### src/hw/pad_pkg.sv
// ============================
// pad ring widths, lane sizes and synchronizer depth
// io bus word and lane enable types
// ============================
`default_nettype none

package pad_pkg;

	// io bus
	localparam int IO_AD_W = 16;		// multiplexed address/data bus
	localparam int IO_LANE_W = 8;		// bits per output enable lane
	localparam int IO_LANES = 2;		// byte lanes on the io bus
	localparam int IO_CS_W = 4;			// pio chip selects

	// nand flash
	localparam int FL_CE_W = 4;			// flash chip enables

	// general purpose and joy channel pins
	localparam int GPIO_W = 4;			// gpio pins
	localparam int JCHAN_W = 3;			// open drain joy channels

	// two flops per asynchronous pin input
	localparam int SYNC_STAGES = 2;

	typedef logic [IO_AD_W-1:0] io_data_t;	// io bus word
	typedef logic [IO_LANES-1:0] io_oe_t;	// one enable per byte lane

endpackage

`default_nettype wire

### src/hw/sync_2ff.sv
// ============================
// multi-bit synchronizer for asynchronous pin inputs
// ============================
`default_nettype none
`timescale 1ns/100ps

module sync_2ff #(
	parameter int width = 1					// bits synchronized side by side
) (
	input wire logic sysclk,
	input wire logic reset_l,				// sync reset, active high
	input wire logic [width-1:0] async_in,	// raw pin values
	output logic [width-1:0] sync_out		// pin values in sysclk domain
);
	import pad_pkg::*;

	logic [width-1:0] sync_q [SYNC_STAGES];	// flop chain, stage 0 samples the pin

	always_ff @(posedge sysclk)
	begin
		if (reset_l)
		begin
			for (int i = 0; i < SYNC_STAGES; i++)
				sync_q[i] <= '0;				// clear every stage
		end
		else
		begin
			sync_q[0] <= async_in;				// may go metastable here
			for (int i = 1; i < SYNC_STAGES; i++)
				sync_q[i] <= sync_q[i-1];		// settle one more cycle
		end
	end

	// last stage is the only one the core sees
	assign sync_out = sync_q[SYNC_STAGES-1];

endmodule

`default_nettype wire

### src/hw/io_bus_pads.sv
// ============================
// io bus data, strobe and chip select pad registers
// dma request and interrupt synchronizers
// ============================
`default_nettype none
`timescale 1ns/100ps

module io_bus_pads (
	input wire logic sysclk,
	input wire logic reset_l,						// sync reset, active high
	input wire pad_pkg::io_data_t io_out,			// core output data
	input wire pad_pkg::io_oe_t io_oe,				// core lane enables
	input wire logic io_ena,						// input capture enable
	input wire logic io_ale,						// address latch enable
	input wire logic [pad_pkg::IO_CS_W-1:0] io_cs,	// pio chip selects
	input wire logic io_ior,						// read pulse
	input wire logic io_iow,						// write pulse
	input wire logic io_rst,						// io bus reset
	input wire logic io_dmack,						// dma acknowledge
	input wire pad_pkg::io_data_t pad_io_ad_in,		// data pins, input side
	input wire logic pad_io_dmarq,					// dma request pin
	input wire logic pad_io_intr,					// device interrupt pin
	output pad_pkg::io_data_t io_in,				// captured input data
	output logic io_dmarq,							// synchronized dma request
	output logic io_intr,							// synchronized interrupt
	output pad_pkg::io_data_t pad_io_ad_out,		// data pins, output side
	output pad_pkg::io_data_t pad_io_ad_oe,			// data pins, per bit enable
	output logic pad_io_ale,						// ale pin
	output logic [pad_pkg::IO_CS_W-1:0] pad_io_cs,	// cs pins, active low
	output logic pad_io_ior,						// ior pin, active low
	output logic pad_io_iow,						// iow pin, active low
	output logic pad_io_rst,						// rst pin, active low
	output logic pad_io_dmack						// dmack pin, active low
);
	import pad_pkg::*;

	io_oe_t rio_oe;					// registered lane enables
	logic [1:0] irq_sync;			// dmarq and intr after the synchronizer

	// output registers, strobes inverted for the pins
	always_ff @(posedge sysclk)
	begin
		if (reset_l)
		begin
			pad_io_ad_out <= '0;
			rio_oe <= '0;				// bus floats in reset
			pad_io_ale <= 1'b0;
			pad_io_cs <= '1;			// all selects inactive
			pad_io_ior <= 1'b1;
			pad_io_iow <= 1'b1;
			pad_io_rst <= 1'b1;
			pad_io_dmack <= 1'b1;
		end
		else
		begin
			pad_io_ad_out <= io_out;
			rio_oe <= io_oe;
			pad_io_ale <= io_ale;		// ale is active high on the pin
			pad_io_cs <= ~io_cs;
			pad_io_ior <= ~io_ior;
			pad_io_iow <= ~io_iow;
			pad_io_rst <= ~io_rst;
			pad_io_dmack <= ~io_dmack;
		end
	end

	// each lane enable covers its own byte of the bus
	always_comb
	begin
		for (int l = 0; l < IO_LANES; l++)
			pad_io_ad_oe[l*IO_LANE_W +: IO_LANE_W] = {IO_LANE_W{rio_oe[l]}};
	end

	// input register with clock enable
	always_ff @(posedge sysclk)
	begin
		if (reset_l)
			io_in <= '0;
		else if (io_ena)
			io_in <= pad_io_ad_in;		// hold when not enabled
	end

	sync_2ff #(
		.width(2)
	) u_irq_sync (
		.sysclk(sysclk),
		.reset_l(reset_l),
		.async_in({pad_io_dmarq, pad_io_intr}),
		.sync_out(irq_sync)
	);

	assign io_dmarq = irq_sync[1];
	assign io_intr = irq_sync[0];

	// read and write strobes never overlap on the pins
	assert property (@(posedge sysclk) disable iff (reset_l)
		!(!pad_io_ior && !pad_io_iow))
		else $error("io bus ior and iow pins low in the same cycle");

endmodule

`default_nettype wire

### src/hw/flash_pads.sv
// ============================
// nand flash control output registers
// ready/busy and module detect synchronizers
// ============================
`default_nettype none
`timescale 1ns/100ps

module flash_pads (
	input wire logic sysclk,
	input wire logic reset_l,						// sync reset, active high
	input wire logic [pad_pkg::FL_CE_W-1:0] fl_ce,	// chip enables
	input wire logic fl_cle,						// command latch enable
	input wire logic fl_ale,						// address latch enable
	input wire logic fl_we,							// write enable
	input wire logic fl_re,							// read enable
	input wire logic fl_wp,							// write protect
	input wire logic pad_fl_ryby,					// ready/busy pin
	input wire logic pad_fl_md,						// module detect pin
	output logic [pad_pkg::FL_CE_W-1:0] pad_fl_ce,	// ce pins, active low
	output logic pad_fl_cle,						// cle pin
	output logic pad_fl_ale,						// ale pin
	output logic pad_fl_we,							// we pin, active low
	output logic pad_fl_re,							// re pin, active low
	output logic pad_fl_wp,							// wp pin, active low
	output logic fl_ryby,							// synchronized ready/busy
	output logic fl_md								// synchronized module detect
);
	import pad_pkg::*;

	logic [1:0] stat_sync;			// ryby and md in sysclk domain

	always_ff @(posedge sysclk)
	begin
		if (reset_l)
		begin
			pad_fl_ce <= {FL_CE_W{1'b1}};	// no chip selected
			pad_fl_cle <= 1'b0;
			pad_fl_ale <= 1'b0;
			pad_fl_we <= 1'b1;
			pad_fl_re <= 1'b1;
			pad_fl_wp <= 1'b1;				// inactive level on the pin
		end
		else
		begin
			pad_fl_ce <= ~fl_ce;
			pad_fl_cle <= fl_cle;			// latch enables stay high active
			pad_fl_ale <= fl_ale;
			pad_fl_we <= ~fl_we;
			pad_fl_re <= ~fl_re;
			pad_fl_wp <= ~fl_wp;
		end
	end

	sync_2ff #(
		.width(2)
	) u_stat_sync (
		.sysclk(sysclk),
		.reset_l(reset_l),
		.async_in({pad_fl_ryby, pad_fl_md}),
		.sync_out(stat_sync)
	);

	assign fl_ryby = stat_sync[1];
	assign fl_md = stat_sync[0];

	// flash never sees read and write strobes together
	assert property (@(posedge sysclk) disable iff (reset_l)
		!(!pad_fl_we && !pad_fl_re))
		else $error("flash we and re pins low in the same cycle");

endmodule

`default_nettype wire

### src/hw/port_pads.sv
// ============================
// gpio pad registers and input synchronizer
// open drain joy channel pads
// ============================
`default_nettype none
`timescale 1ns/100ps

module port_pads (
	input wire logic sysclk,
	input wire logic reset_l,							// sync reset, active high
	input wire logic [pad_pkg::GPIO_W-1:0] gpio_oe,		// gpio output enables
	input wire logic [pad_pkg::GPIO_W-1:0] gpio_out,	// gpio output values
	input wire logic [pad_pkg::GPIO_W-1:0] pad_gpio_in,	// input side of gpio pins
	input wire logic [pad_pkg::JCHAN_W-1:0] jchan_ena,	// per bit capture enable
	input wire logic [pad_pkg::JCHAN_W-1:0] jchan_oe,	// pull jchan low
	input wire logic [pad_pkg::JCHAN_W-1:0] pad_jchan_in,	// input side of jchan pins
	output logic [pad_pkg::GPIO_W-1:0] pad_gpio_out,	// output side of gpio pins
	output logic [pad_pkg::GPIO_W-1:0] pad_gpio_oe,		// gpio pin enables
	output logic [pad_pkg::GPIO_W-1:0] gpio_in,			// synchronized gpio
	output logic [pad_pkg::JCHAN_W-1:0] pad_jchan_oe,	// open drain enables
	output logic [pad_pkg::JCHAN_W-1:0] jchan_in		// captured jchan values
);
	import pad_pkg::*;

	always_ff @(posedge sysclk)
	begin
		if (reset_l)
		begin
			pad_gpio_oe <= '0;			// all gpio float
			pad_gpio_out <= '0;
		end
		else
		begin
			pad_gpio_oe <= gpio_oe;
			pad_gpio_out <= gpio_out;
		end
	end

	sync_2ff #(
		.width(GPIO_W)
	) u_gpio_sync (
		.sysclk(sysclk),
		.reset_l(reset_l),
		.async_in(pad_gpio_in),
		.sync_out(gpio_in)
	);

	// pin only ever drives 0, so the enable is the whole output
	assign pad_jchan_oe = jchan_oe;

	always_ff @(posedge sysclk)
	begin
		if (reset_l)
			jchan_in <= '0;
		else
		begin
			for (int i = 0; i < JCHAN_W; i++)
				if (jchan_ena[i])
					jchan_in[i] <= pad_jchan_in[i];	// each bit has its own enable
		end
	end

endmodule

`default_nettype wire

### src/hw/pad_ring.sv
// ============================
// pad ring top, io bus, flash and port pad groups
// ============================
`default_nettype none
`timescale 1ns/100ps

module pad_ring (
	input wire logic sysclk,
	input wire logic reset_l,							// sync reset, active high
	// io bus core side
	input wire pad_pkg::io_data_t io_out,
	input wire pad_pkg::io_oe_t io_oe,
	input wire logic io_ena,
	input wire logic io_ale,
	input wire logic [pad_pkg::IO_CS_W-1:0] io_cs,
	input wire logic io_ior,
	input wire logic io_iow,
	input wire logic io_rst,
	input wire logic io_dmack,
	output wire pad_pkg::io_data_t io_in,
	output wire logic io_dmarq,
	output wire logic io_intr,
	// io bus pins
	input wire pad_pkg::io_data_t pad_io_ad_in,
	input wire logic pad_io_dmarq,
	input wire logic pad_io_intr,
	output wire pad_pkg::io_data_t pad_io_ad_out,
	output wire pad_pkg::io_data_t pad_io_ad_oe,
	output wire logic pad_io_ale,
	output wire logic [pad_pkg::IO_CS_W-1:0] pad_io_cs,
	output wire logic pad_io_ior,
	output wire logic pad_io_iow,
	output wire logic pad_io_rst,
	output wire logic pad_io_dmack,
	// flash core side
	input wire logic [pad_pkg::FL_CE_W-1:0] fl_ce,
	input wire logic fl_cle,
	input wire logic fl_ale,
	input wire logic fl_we,
	input wire logic fl_re,
	input wire logic fl_wp,
	output wire logic fl_ryby,
	output wire logic fl_md,
	// flash pins
	input wire logic pad_fl_ryby,
	input wire logic pad_fl_md,
	output wire logic [pad_pkg::FL_CE_W-1:0] pad_fl_ce,
	output wire logic pad_fl_cle,
	output wire logic pad_fl_ale,
	output wire logic pad_fl_we,
	output wire logic pad_fl_re,
	output wire logic pad_fl_wp,
	// gpio and joy channel
	input wire logic [pad_pkg::GPIO_W-1:0] gpio_oe,
	input wire logic [pad_pkg::GPIO_W-1:0] gpio_out,
	input wire logic [pad_pkg::GPIO_W-1:0] pad_gpio_in,
	input wire logic [pad_pkg::JCHAN_W-1:0] jchan_ena,
	input wire logic [pad_pkg::JCHAN_W-1:0] jchan_oe,
	input wire logic [pad_pkg::JCHAN_W-1:0] pad_jchan_in,
	output wire logic [pad_pkg::GPIO_W-1:0] pad_gpio_out,
	output wire logic [pad_pkg::GPIO_W-1:0] pad_gpio_oe,
	output wire logic [pad_pkg::GPIO_W-1:0] gpio_in,
	output wire logic [pad_pkg::JCHAN_W-1:0] pad_jchan_oe,
	output wire logic [pad_pkg::JCHAN_W-1:0] jchan_in
);
	import pad_pkg::*;

	io_bus_pads u_io_bus_pads (
		.sysclk(sysclk),
		.reset_l(reset_l),
		.io_out(io_out),
		.io_oe(io_oe),
		.io_ena(io_ena),
		.io_ale(io_ale),
		.io_cs(io_cs),
		.io_ior(io_ior),
		.io_iow(io_iow),
		.io_rst(io_rst),
		.io_dmack(io_dmack),
		.pad_io_ad_in(pad_io_ad_in),
		.pad_io_dmarq(pad_io_dmarq),
		.pad_io_intr(pad_io_intr),
		.io_in(io_in),
		.io_dmarq(io_dmarq),
		.io_intr(io_intr),
		.pad_io_ad_out(pad_io_ad_out),
		.pad_io_ad_oe(pad_io_ad_oe),
		.pad_io_ale(pad_io_ale),
		.pad_io_cs(pad_io_cs),
		.pad_io_ior(pad_io_ior),
		.pad_io_iow(pad_io_iow),
		.pad_io_rst(pad_io_rst),
		.pad_io_dmack(pad_io_dmack)
	);

	flash_pads u_flash_pads (
		.sysclk(sysclk),
		.reset_l(reset_l),
		.fl_ce(fl_ce),
		.fl_cle(fl_cle),
		.fl_ale(fl_ale),
		.fl_we(fl_we),
		.fl_re(fl_re),
		.fl_wp(fl_wp),
		.pad_fl_ryby(pad_fl_ryby),
		.pad_fl_md(pad_fl_md),
		.pad_fl_ce(pad_fl_ce),
		.pad_fl_cle(pad_fl_cle),
		.pad_fl_ale(pad_fl_ale),
		.pad_fl_we(pad_fl_we),
		.pad_fl_re(pad_fl_re),
		.pad_fl_wp(pad_fl_wp),
		.fl_ryby(fl_ryby),
		.fl_md(fl_md)
	);

	port_pads u_port_pads (
		.sysclk(sysclk),
		.reset_l(reset_l),
		.gpio_oe(gpio_oe),
		.gpio_out(gpio_out),
		.pad_gpio_in(pad_gpio_in),
		.jchan_ena(jchan_ena),
		.jchan_oe(jchan_oe),
		.pad_jchan_in(pad_jchan_in),
		.pad_gpio_out(pad_gpio_out),
		.pad_gpio_oe(pad_gpio_oe),
		.gpio_in(gpio_in),
		.pad_jchan_oe(pad_jchan_oe),
		.jchan_in(jchan_in)
	);

endmodule

`default_nettype wire

### config.mk
export PLATFORM = sky130hd
export DESIGN_NAME = pad_ring
export DESIGN_NICKNAME = d
export VERILOG_FILES = /design/src/hw/pad_pkg.sv /design/src/hw/sync_2ff.sv /design/src/hw/io_bus_pads.sv /design/src/hw/flash_pads.sv /design/src/hw/port_pads.sv /design/src/hw/pad_ring.sv
export SDC_FILE = /design/constraint.sdc
export NUM_CORES = 1
export LEC_CHECK = 0
export BUFFER_PORTS_ARGS = -buffer_cell sky130_fd_sc_hd__buf_2
export CORE_MARGIN = 2
export CORE_UTILIZATION = 43
export CTS_BUF_LIST = sky130_fd_sc_hd__clkbuf_2 sky130_fd_sc_hd__clkbuf_4 sky130_fd_sc_hd__clkbuf_8
export CTS_CLUSTER_DIAMETER = 40
export DETAILED_ROUTE_END_ITERATION = 7
export PLACE_DENSITY = 0.84
export RECOVER_POWER = 50
export SLEW_MARGIN = 30
export SYNTH_ARGS = -nofsm -noshare
export SYNTH_HDL_FRONTEND = slang
export SYNTH_HIERARCHICAL = 1
export SYNTH_SLANG_ARGS = --single-unit
export TNS_END_PERCENT = 20
### constraint.sdc
create_clock -name sysclk -period 1.04 [get_ports sysclk]
set_input_delay 0.26 -clock sysclk [delete_from_list [all_inputs] [get_ports sysclk]]
set_output_delay 0.26 -clock sysclk [all_outputs]
set_load 0.02 [all_outputs]
==> results of run 1 <==
## cell type report
| cell class | instances | area (µm²) | share of cell area (%) |
|---|---|---|---|
| Tap cell | 72 | 90.09 | 2.281 |
| Multi-Input combinational cell | 98 | 669.4 | 16.95 |
| Timing Repair Buffer | 164 | 1313 | 33.23 |
| Clock inverter | 5 | 57.56 | 1.457 |
| Sequential cell | 79 | 1675 | 42.41 |
| Clock buffer | 11 | 145.1 | 3.674 |
## timing repair
item	CTS	global route
hold endpoints to repair	0	0
pin swaps	0	0
gates resized for setup	226	2
endpoints found under the setup margin	85	85
## cells in the mapped netlist
cell | n | share of area [%]
dfxtp_1 | 79 | 63
nor2b_1 | 37 | 9.3
buf_4 | 25 | 7.5
mux2i_1 | 19 | 7.6
nor2_1 | 16 | 2.4
nand2b_1 | 15 | 3.8
nor2b_2 | 6 | 2.1
buf_2 | 3 | 0.60
nor2_2 | 3 | 0.75
buf_6 | 2 | 0.90
and2b_2 | 1 | 0.35
buf_12 | 1 | 0.80
clkbuf_1 | 1 | 0.15
nor2b_4 | 1 | 0.55
## logic make-up (layout without fill, tap and decap cells)
group | count (synthesis) | after routing | share of synthesized area [%]
buf+inv | 32 | 180 | 9.960
flops | 79 | 79 | 63.26
simple gates | 79 | 79 | 19.17
mux | 19 | 19 | 7.608
## metal layers
layer  vias to the layer above  part of all wire (%)  routed length [µm]  GRT usage (%)
li1                        908                     -                   -              -
met1                       840                    35                1977          17.20
met2                       104                    53                2994          31.67
met3                        10                    10                 580          7.303
met4                         0                   1.3                  74          8.814
met5                         -                     0                   0              0
## through the flow
step	total power, mW	instances	area, µm²
3_5_place_dp	4.091	413	3207
6_report	6.491	429	3950
2_1_floorplan	3.805	209	2500
3_3_place_gp	4.067	413	3207
4_1_cts	6.571	429	3974
5_1_grt	6.793	429	3950
## flip-flops by register name (all words and copies together) (netlist names), 2 cells and up
name                             count
u_io_bus_pads/io_in                 16
u_io_bus_pads/pad_io_ad_out         16
u_port_pads/u_gpio_sync/sync_q       8
u_flash_pads/pad_fl_ce               4
u_flash_pads/u_stat_sync/sync_q      4
u_io_bus_pads/pad_io_cs              4
u_io_bus_pads/u_irq_sync/sync_q      4
u_port_pads/pad_gpio_oe              4
u_port_pads/pad_gpio_out             4
u_port_pads/jchan_in                 3
u_io_bus_pads/rio_oe                 2
## how the worst max path moves through the flow
stage | end | startpoint | cells after the start | slack (ps)
final | pad_io_ad_oe[2] | u_io_bus_pads/rio_oe[0] | 1 | -90
after global routing | pad_io_ad_oe[13] | u_io_bus_pads/rio_oe[1] | 1 | -140
after CTS | pad_io_ad_oe[9] | u_io_bus_pads/rio_oe[1] | 1 | -110
after detailed placement | u_io_bus_pads/io_in[5] | io_ena | 4 | 110
after global placement | u_io_bus_pads/io_in[4] | io_ena | 4 | 150
after floorplan | pad_io_ad_oe[10] | u_io_bus_pads/rio_oe[1] | 1 | 60
## report_power, final
part | leakage, nW | internal (mW) | switching, mW
clock | 0.0950 | 1.20 | 1.04
combinational | 1.11 | 0.512 | 0.441
sequential | 0.671 | 3.21 | 0.0909
total | 1.88 | 4.92 | 1.57
## layout by cell type, fill, tap and decap left out
| master | synthesis | layout |
|---|---|---|
| dfxtp_4 | 0 | 2 |
| nand2b_1 | 15 | 15 |
| buf_2 | 3 | 75 |
| clkbuf_1 | 1 | 1 |
| nor2b_4 | 1 | 1 |
| bufinv_16 | 0 | 1 |
| nor2_1 | 16 | 16 |
| dfxtp_1 | 79 | 8 |
| mux2i_1 | 19 | 19 |
| and2b_2 | 1 | 1 |
| clkbuf_4 | 0 | 2 |
| clkbuf_8 | 0 | 10 |
| buf_6 | 2 | 70 |
| nor2b_2 | 6 | 6 |
| clkbuf_2 | 0 | 1 |
| buf_4 | 25 | 15 |
| nor2_2 | 3 | 3 |
| nor2b_1 | 37 | 37 |
| clkinvlp_4 | 0 | 3 |
| dfxtp_2 | 0 | 69 |
| clkinv_2 | 0 | 1 |
| buf_12 | 1 | 1 |
==> results.md, run 1 <==
* Element type at the critical path end: output port
* RSZ-0062 raised after global routing: yes
* Hold_sp: fl_re
* Final setup skew at 7.044 ps
* Endpoints failing setup at 27
* Post-CTS Setup Bufs at 0
* Fillcell total at 402
* Die Area at 0.006439 mm²
* Fin worst setup slack at -92.07 ps
* Crit-path max cell delay at 390 ps
* Clock latency on the worst-skew pair at 320 ps
* Final net count at 432
* Final Util at 70.86%
* Synthesized area at 0.002500 mm²
* CTS Root Cell: clkbuf_8
* Initial core utilization at 44.85%
* Post-synthesis sequential area ratio at 63.26%
* R2R setup slack at 340 ps
* Max-cap violations at 0
* Final ANT Viol Nets at 0
* Hold WS at 79.22 ps
* First-pass GRT wire length at 8487 µm
* Top-Level Pins at 168
* Max frequency at 883.3 MHz
* Worst VDD drop at 1119 µV
* Layout cells sized above 1 at 73.11%
* Via count at 1862
* CP max-delay cell: dfxtp_4
* Die Y at 80.25 µm
* Worst Path Arrival at 870 ps
* WHS Endpoint: u_flash_pads/pad_fl_re
* 1st-iter DRT viols at 37
* Yosys cell types at 14
* CTS tree: built
* Final hold violations at 0
* Die width at 80.25 µm
* Drt via density at 4.340
* GR Util All Layers at 17.61%
* Worst-path clk slew at 80 ps
* Synthesized area per cell at 11.96 µm²
* Buffers added on ports at 161
* CP delay by family, top: flip-flops
* Reg2reg start: u_io_bus_pads/io_in[14]
* Crit Path Class: flop to output port
* Hold crit path type: primary input to flop
* Post-route minimum period at 1132 ps
* Routed len/inst at 13.12 µm
* Critical-path cell list: buf_4
* Num CTS Buffers at 9
* Ys Warns at 6
* Violated checks: negative setup slack
* Setup crit start kind: flop
* Max-slew violations at 0
* Post-route DRC at 0
* Worst R2R End: u_io_bus_pads/io_in[14]
* Worst Hold Depth at 2
* Synth Register Bits at 79
* ANT cells at 0
* DRT Wirelength at 5627 µm
* Peak fanout along the critical path at 8
* CORE AREA at 0.005574 mm²
* Largest net degree at the start of global routing at 49
* PwrDens at 1643 mW/mm²
* Number of global-route vias before repair at 1890
* # rows at 27
* Reg2reg path depth at 2
* Net Count, Synth at 289
* Crit share post-route at 108.9%
* Clk buf depth at 2
* Syn Inst Count at 209
* Area delta synth->final at 58.01%
* H-tree levels at 3
* Gp weighted congestion at 0.6768
* Gr ovfl total at 0
* Sinks on Clock Net at 79
* Detail Placement HPWL at 3658 µm
* Req. time, crit path at 780 ps
* Setup TNS at -1385 ps
* WP buf/inv at 1
* Hold buffer count at CTS at 0
* Worst Tran Pin Value at 538.0 ps
* Slew headroom at 64.13%
* Pre-CTS setup slack at 114.9 ps
* Leakage at 1.876 nW
* Status: finished with violations
* Initial antenna violation count at 0
* Router iterations before antenna repair at 4
No activity file was read; power rests on OpenSTA's default activity.
==> inputs of run 2 (changes only) <==
--- a/config.mk
+++ b/config.mk
@@ -13,6 +13,7 @@
 export DETAILED_ROUTE_END_ITERATION = 7
 export PLACE_DENSITY = 0.84
 export RECOVER_POWER = 50
+export SKIP_LAST_GASP = 1
 export SLEW_MARGIN = 30
 export SYNTH_ARGS = -nofsm -noshare
 export SYNTH_HDL_FRONTEND = slang
==> run 2 against run 1 <==
  * The run still ends with negative setup slack left
  * Wire length decreased by 13%
  * Worst setup slack gained 6.5 ps
  * Maximum frequency up 0.58%
  * Register-to-register slack improved by 30 ps
  * Clock power barely moved
  * Die area stayed put
  * Clock skew is 1.7 ps higher
  * Core utilization shrank 9.0 points
  * First-iteration DRC count up 14%
  * Cell area fell by 13%
  * Sequential cell count unchanged
  * Sequential share of layout area grew 3.8 points
  * Critical endpoint unchanged
  * Largest power group unchanged
  * Highest routed layer unchanged
==> results.md, run 2 (synthesis results as in run 1) <==
* CORE AREA at 0.005574 mm² (unchanged)
* Initial antenna violation count at 0 (unchanged)
* Detail Placement HPWL at 3658 µm (unchanged)
* Hold crit path type: primary input to flop (unchanged)
* Worst Tran Pin Value at 522.1 ps (was 538.0 ps)
* Drt via density at 4.259 (was 4.340)
* Buffers added on ports at 161 (unchanged)
* Req. time, crit path at 780 ps (about the same)
* Final net count at 432 (unchanged)
* Setup TNS at -2395 ps (was -1385 ps)
* Max frequency at 888.4 MHz (was 883.3 MHz)
* Area delta synth->final at 37.89% (was 58.01%)
* Final setup skew at 8.706 ps (was 7.044 ps)
* CTS tree: built (unchanged)
* Peak fanout along the critical path at 8 (unchanged)
* PwrDens at 1811 mW/mm² (was 1643 mW/mm²)
* Endpoints failing setup at 73 (was 27)
* Fillcell total at 478 (was 402)
* Post-route minimum period at 1126 ps (was 1132 ps)
* Number of global-route vias before repair at 1742 (was 1890)
* Most common cell after layout, fill and taps aside: buf_2 (unchanged)
* Gp weighted congestion at 0.6768 (unchanged)
* Via count at 1827 (was 1862)
* Crit Path Class: flop to output port (unchanged)
* Die Area at 0.006439 mm² (unchanged)
* Fin worst setup slack at -85.58 ps (was -92.07 ps)
* H-tree levels at 3 (unchanged)
* Post-route DRC at 0 (unchanged)
* RSZ-0062 raised after global routing: yes (unchanged)
* Num CTS Buffers at 9 (unchanged)
* Top-Level Pins at 168 (unchanged)
* Status: finished with violations (unchanged)
* Router iterations before antenna repair at 3 (was 4)
* Clock latency on the worst-skew pair at 320 ps (about the same)
* Hold buffer count at CTS at 0 (unchanged)
* Crit share post-route at 108.2% (was 108.9%)
* Gr ovfl total at 0 (unchanged)
* Clk buf depth at 2 (unchanged)
* Most frequent cells in the layout: 142 x buf_2, 75 x dfxtp_1, 37 x nor2b_1, 19 x mux2i_1, 16 x nor2_1 (was 75 x buf_2, 70 x buf_6, 69 x dfxtp_2, 37 x nor2b_1, 19 x mux2i_1)
* Final ANT Viol Nets at 0 (unchanged)
* Violated checks: negative setup slack (unchanged)
* First-pass GRT wire length at 7286 µm (was 8487 µm)
* Worst Path Arrival at 870 ps (about the same)
* Die Y at 80.25 µm (unchanged)
* Crit-path max cell delay at 390 ps (about the same)
* Layout cells sized above 1 at 54.34% (was 73.11%)
* Post-CTS Setup Bufs at 0 (unchanged)
* Die width at 80.25 µm (unchanged)
* WP buf/inv at 1 (unchanged)
* Max-cap violations at 0 (unchanged)
* 1st-iter DRT viols at 42 (was 37)
* GR Util All Layers at 15.00% (was 17.61%)
* Leakage at 1.758 nW (was 1.876 nW)
* Final std cells w/o fill at 429 (unchanged)
* ANT cells at 0 (unchanged)
* Setup crit start kind: flop (unchanged)
* Slew headroom at 65.20% (was 64.13%)
* Largest net degree at the start of global routing at 49 (unchanged)
* Element type at the critical path end: output port (unchanged)
* CP max-delay cell: dfxtp_4 (unchanged)
* Initial core utilization at 44.85% (unchanged)
* Critical-path cell list: buf_4 (unchanged)
* Largest registers: u_io_bus_pads/io_in: 16 flops, u_io_bus_pads/pad_io_ad_out: 16 flops, u_port_pads/u_gpio_sync/sync_q: 8 flops (unchanged)
* Sinks on Clock Net at 79 (unchanged)
* CP delay by family, top: flip-flops (unchanged)
* Final hold violations at 0 (unchanged)
* # rows at 27 (unchanged)
* CTS Root Cell: clkbuf_8 (unchanged)
* DRT Wirelength at 4869 µm (was 5627 µm)
* Worst VDD drop at 1221 µV (was 1119 µV)
* Placed insts at 413 (unchanged)
* Worst-path clk slew at 80 ps (about the same)
* Routed len/inst at 11.35 µm (was 13.12 µm)
* Max-slew violations at 0 (unchanged)
## run 2: cell counts in the layout (fill, tap and decap cells not counted)
Identical to the previous run, type by type.
## run 2: what timing repair did
| action | in CTS | in global routing |
|---|---|---|
| pin swaps | 0 | 0 |
| endpoints found under the setup margin | 85 | 85 |
| gates resized for setup | 23 | 4 |
## run 2: report_power, final
group | switching, mW | internal, mW
Sequential | 0.0550 | 3.18
Combinational | 0.429 | 0.354
Clock | 1.02 | 1.20
## run 2: path summary, 6_finish.rpt
check / startpoint / to / slack [ps] / cells past startpoint
max: u_io_bus_pads/rio_oe[0] / pad_io_ad_oe[2] / -90 / 1
min: fl_re / u_flash_pads/pad_fl_re / 90 / 2
min reg2reg: u_port_pads/u_gpio_sync/sync_q[0][0] / u_port_pads/u_gpio_sync/sync_q[0][4] / 430 / 1
max reg2reg: u_port_pads/jchan_in[0] / u_port_pads/jchan_in[0] / 370 / 2
## run 2: cell type report
type                    instances  area (µm²)  share of cell area (%)
clock buffers                  11       145.1                   4.211
multi-input cells              98       669.4                   19.42
flip-flops and latches         79        1592                   46.17
clock inverters                 5       57.56                   1.670
repair buffers                164       893.4                   25.92
well taps                      72       90.09                   2.613
## run 2: per-stage QoR
stage	instance area (µm²)	util, %	setup slack (ps)	hold WS, ps	power [mW]
5_1_grt	3447	61.84	-142.0	62.23	6.540
3_5_place_dp	3207	57.53	114.9	423.1	4.091
3_3_place_gp	3207	57.53	152.9	415.6	4.067
6_report	3447	61.84	-85.58	89.90	6.243
4_1_cts	3465	62.15	-105.1	66.09	6.351
2_1_floorplan	2500	-	59.49	331.6	3.805
## run 2: layer usage
layer	up-vias	share of wire (%)	routed length, µm	GRT usage (%)
li1	908	-	-	-
met5	-	0	0	0
met4	0	0.90	44	7.797
met1	813	36	1770	14.41
met2	100	52	2514	27.17
met3	6	11	539	6.180
==> inputs of run 3 (changes only) <==
==> constraint.sdc (replaced) <==
create_clock -name sysclk -period 1.2 [get_ports sysclk]
set_input_delay 0.3 -clock sysclk [delete_from_list [all_inputs] [get_ports sysclk]]
set_output_delay 0.3 -clock sysclk [all_outputs]
set_load 0.02 [all_outputs]
==> run 3 against run 2 <==
  * The run now ends clean
  * Via count down 1.1%
  * Hold slack improved by 34 ps
  * Critical path depth unchanged
  * Clock power down 7%
  * Non-clock buffer count unchanged
  * Power is 11% lower
  * Global-route usage fell by 0.63 points
  * Sequential share of layout area grew 0.095 points
  * Count of clock-buffer cells in the layout shrank 1
  * First-iteration DRC count up 21%
  * Core utilization is 0.22 points lower
  * Sequential power shrank 14%
  * Critical path type unchanged
==> results.md, run 3 (synthesis results as in run 1) <==
* Status: completed (was finished with violations)
* Reg2reg start: u_port_pads/jchan_in[0] (unchanged)
* Post-route minimum period at 1164 ps
* Largest registers: u_io_bus_pads/io_in: 16 flops, u_io_bus_pads/pad_io_ad_out: 16 flops, u_port_pads/u_gpio_sync/sync_q: 8 flops (unchanged)
* Clock group share of total power at 37.4% (was 35.6%)
* Clk buf depth at 2 (unchanged)
* Final ANT Viol Nets at 0 (unchanged)
* Placed insts at 413 (unchanged)
* Drt via density at 4.210 (was 4.259)
* Worst VDD drop at 1059 µV (was 1221 µV)
* Slew headroom at 39.01% (was 65.20%)
* Via count at 1806 (was 1827)
* Setup crit start kind: flop (unchanged)
* 1st-iter DRT viols at 51 (was 42)
* Max frequency at 859.1 MHz
* Die Area at 0.006439 mm² (unchanged)
* Endpoints failing setup at 0 (was 73)
* Final setup skew at 3.639 ps (was 8.706 ps)
* PwrDens at 1614 mW/mm² (was 1811 mW/mm²)
* Element type at the critical path end: output port (unchanged)
* Die width at 80.25 µm (unchanged)
* Flop pwr share at 50.6% (was 51.9%)
* RSZ-0062 raised after global routing: yes (unchanged)
* Buffers added on ports at 161 (unchanged)
* Routed len/inst at 10.98 µm (was 11.35 µm)
* Worst Hold Depth at 2 (unchanged)
* Die Y at 80.25 µm (unchanged)
* GR Util All Layers at 14.37% (was 15.00%)
* Post-CTS Setup Bufs at 0 (unchanged)
* ANT cells at 0 (unchanged)
* Sinks on Clock Net at 79 (unchanged)
* Worst Path Arrival at 860 ps (was 870 ps)
* # rows at 27 (unchanged)
* Clock latency on the worst-skew pair at 330 ps (was 320 ps)
* Number of global-route vias before repair at 1659 (was 1742)
* Hold buffer count at CTS at 0 (unchanged)
* Gr ovfl total at 0 (unchanged)
* Post-route DRC at 0 (unchanged)
* CTS tree: built (unchanged)
* Top-Level Pins at 168 (unchanged)
* Critical-path cell list: buf_4 (unchanged)
* H-tree levels at 3 (unchanged)
* Worst-path clk slew at 80 ps (about the same)
* Final std cells w/o fill at 429 (unchanged)
* Hold_sp: io_rst (was fl_re)
* Most frequent cells in the layout: 144 x buf_2, 77 x dfxtp_1, 37 x nor2b_1, 19 x mux2i_1, 18 x nor2_1 (was 142 x buf_2, 75 x dfxtp_1, 37 x nor2b_1, 19 x mux2i_1, 16 x nor2_1)
* Final hold violations at 0 (unchanged)
* Area delta synth->final at 37.39% (was 37.89%)
* Peak fanout along the critical path at 8 (unchanged)
* Reg2reg path depth at 2 (unchanged)
* Gate power share at 12.1% (was 12.5%)
* First-pass GRT wire length at 6927 µm (was 7286 µm)
* Req. time, crit path at 900 ps (was 780 ps)
* R2R setup slack at 560 ps (was 370 ps)
* Final net count at 432 (unchanged)
* Hold WS at 123.6 ps (was 89.90 ps)
* CORE AREA at 0.005574 mm² (unchanged)
* Gp weighted congestion at 0.6887 (was 0.6768)
* CP delay by family, top: flip-flops (unchanged)
* CTS Root Cell: clkbuf_8 (unchanged)
* Num CTS Buffers at 9 (unchanged)
* Initial core utilization at 44.85% (unchanged)
* DRT Wirelength at 4710 µm (was 4869 µm)
* Worst Tran Pin Value at 914.9 ps (was 522.1 ps)
* Placed cell area at 0.003207 mm² (unchanged)
* Sw power at 1.296 mW (was 1.507 mW)
* Max-slew violations at 0 (unchanged)
* Crit-path max cell delay at 390 ps (about the same)
* CP max-delay cell: dfxtp_4 (unchanged)
* Crit share post-route at 97.00%
* WP buf/inv at 1 (unchanged)
* Worst R2R End: u_port_pads/jchan_in[0] (unchanged)
* Largest net degree at the start of global routing at 47 (was 49)
* Leakage at 1.765 nW (was 1.758 nW)
* Max-cap violations at 0 (unchanged)
* Post-Layout Inst Area at 0.003435 mm² (was 0.003447 mm²)
* Sw frac at 23.38% (was 24.13%)
* Power consumption at 5.542 mW (was 6.243 mW)
* Layout cells sized above 1 at 53.22% (was 54.34%)
* Initial antenna violation count at 1 (was 0)
* WHS Endpoint: u_io_bus_pads/pad_io_rst (was u_flash_pads/pad_fl_re)
* Detail Placement HPWL at 3600 µm (was 3658 µm)
* Most common cell after layout, fill and taps aside: buf_2 (unchanged)
* Hold crit path type: primary input to flop (unchanged)
* Router iterations before antenna repair at 3 (unchanged)
* Crit Path Class: flop to output port (unchanged)
* Int Power at 4.247 mW (was 4.736 mW)
## run 3: cell types whose count changed in the layout (fill, tap and decap cells not counted), moves of 2 or more
cell | before | now
buf_2 | 142 | 144
buf_6 | 3 | 0
dfxtp_1 | 75 | 77
dfxtp_2 | 2 | 0
nor2_1 | 16 | 18
nor2_2 | 3 | 1
## run 3: worst max-delay path by stage
stage | slack (ps) | endpoint | start | cells after the start
floorplan | 180 | pad_io_ad_oe[10] | u_io_bus_pads/rio_oe[1] | 1
global placement | 210 | u_io_bus_pads/io_in[10] | io_ena | 4
detailed placement | 170 | u_io_bus_pads/io_in[8] | io_ena | 4
CTS | -4 | pad_io_ad_oe[8] | u_io_bus_pads/rio_oe[1] | 1
global route | -20 | pad_io_ad_oe[9] | u_io_bus_pads/rio_oe[1] | 1
finish | 40 | pad_io_ad_oe[12] | u_io_bus_pads/rio_oe[1] | 1
## run 3: final cells by class
cell class	instances	area [µm²]
fillers	449	2140
flip-flops and latches	79	1589
repair buffers	164	874.6
multi-input cells	98	664.4
clock buffers	10	131.4
well taps	72	90.09
clock inverters	6	85.08
## run 3: per-stage QoR
| step | setup WS (ps) | util [%] | TNS, ps |
|---|---|---|---|
| 3_3_place_gp | 212.7 | 57.53 | 0 |
| 4_1_cts | -4.439 | 61.46 | -28.40 |
| 3_5_place_dp | 172.0 | 57.53 | 0 |
| 2_1_floorplan | 179.5 | - | 0 |
| 6_report | 36.04 | 61.62 | 0 |
| 5_1_grt | -20.86 | 61.62 | -243.1 |
## run 3: power groups by stage
stage	clock network, mW	registers, mW	logic [mW]
after floorplan	0	3.02	0.282
after global placement	0	2.86	0.665
after detailed placement	0	2.86	0.678
after CTS	2.14	2.81	0.679
after global routing	2.26	2.82	0.726
final	2.07	2.80	0.669
## run 3: timing repair
item	4_1_cts	5_1_grt
endpoints found under the setup margin	16	16
gates resized for setup	2	18
gates cloned	0	0
hold endpoints to repair	0	0
## run 3: metal layers
layer | GRT usage (%) | part of all wire (%) | vias to the layer above
li1 | - | - | 904
met3 | 9.663 | 12 | 6
met4 | 4.237 | 0.55 | 2
met2 | 24.67 | 48 | 100
met1 | 13.95 | 38 | 794
met5 | 0 | 0.15 | -
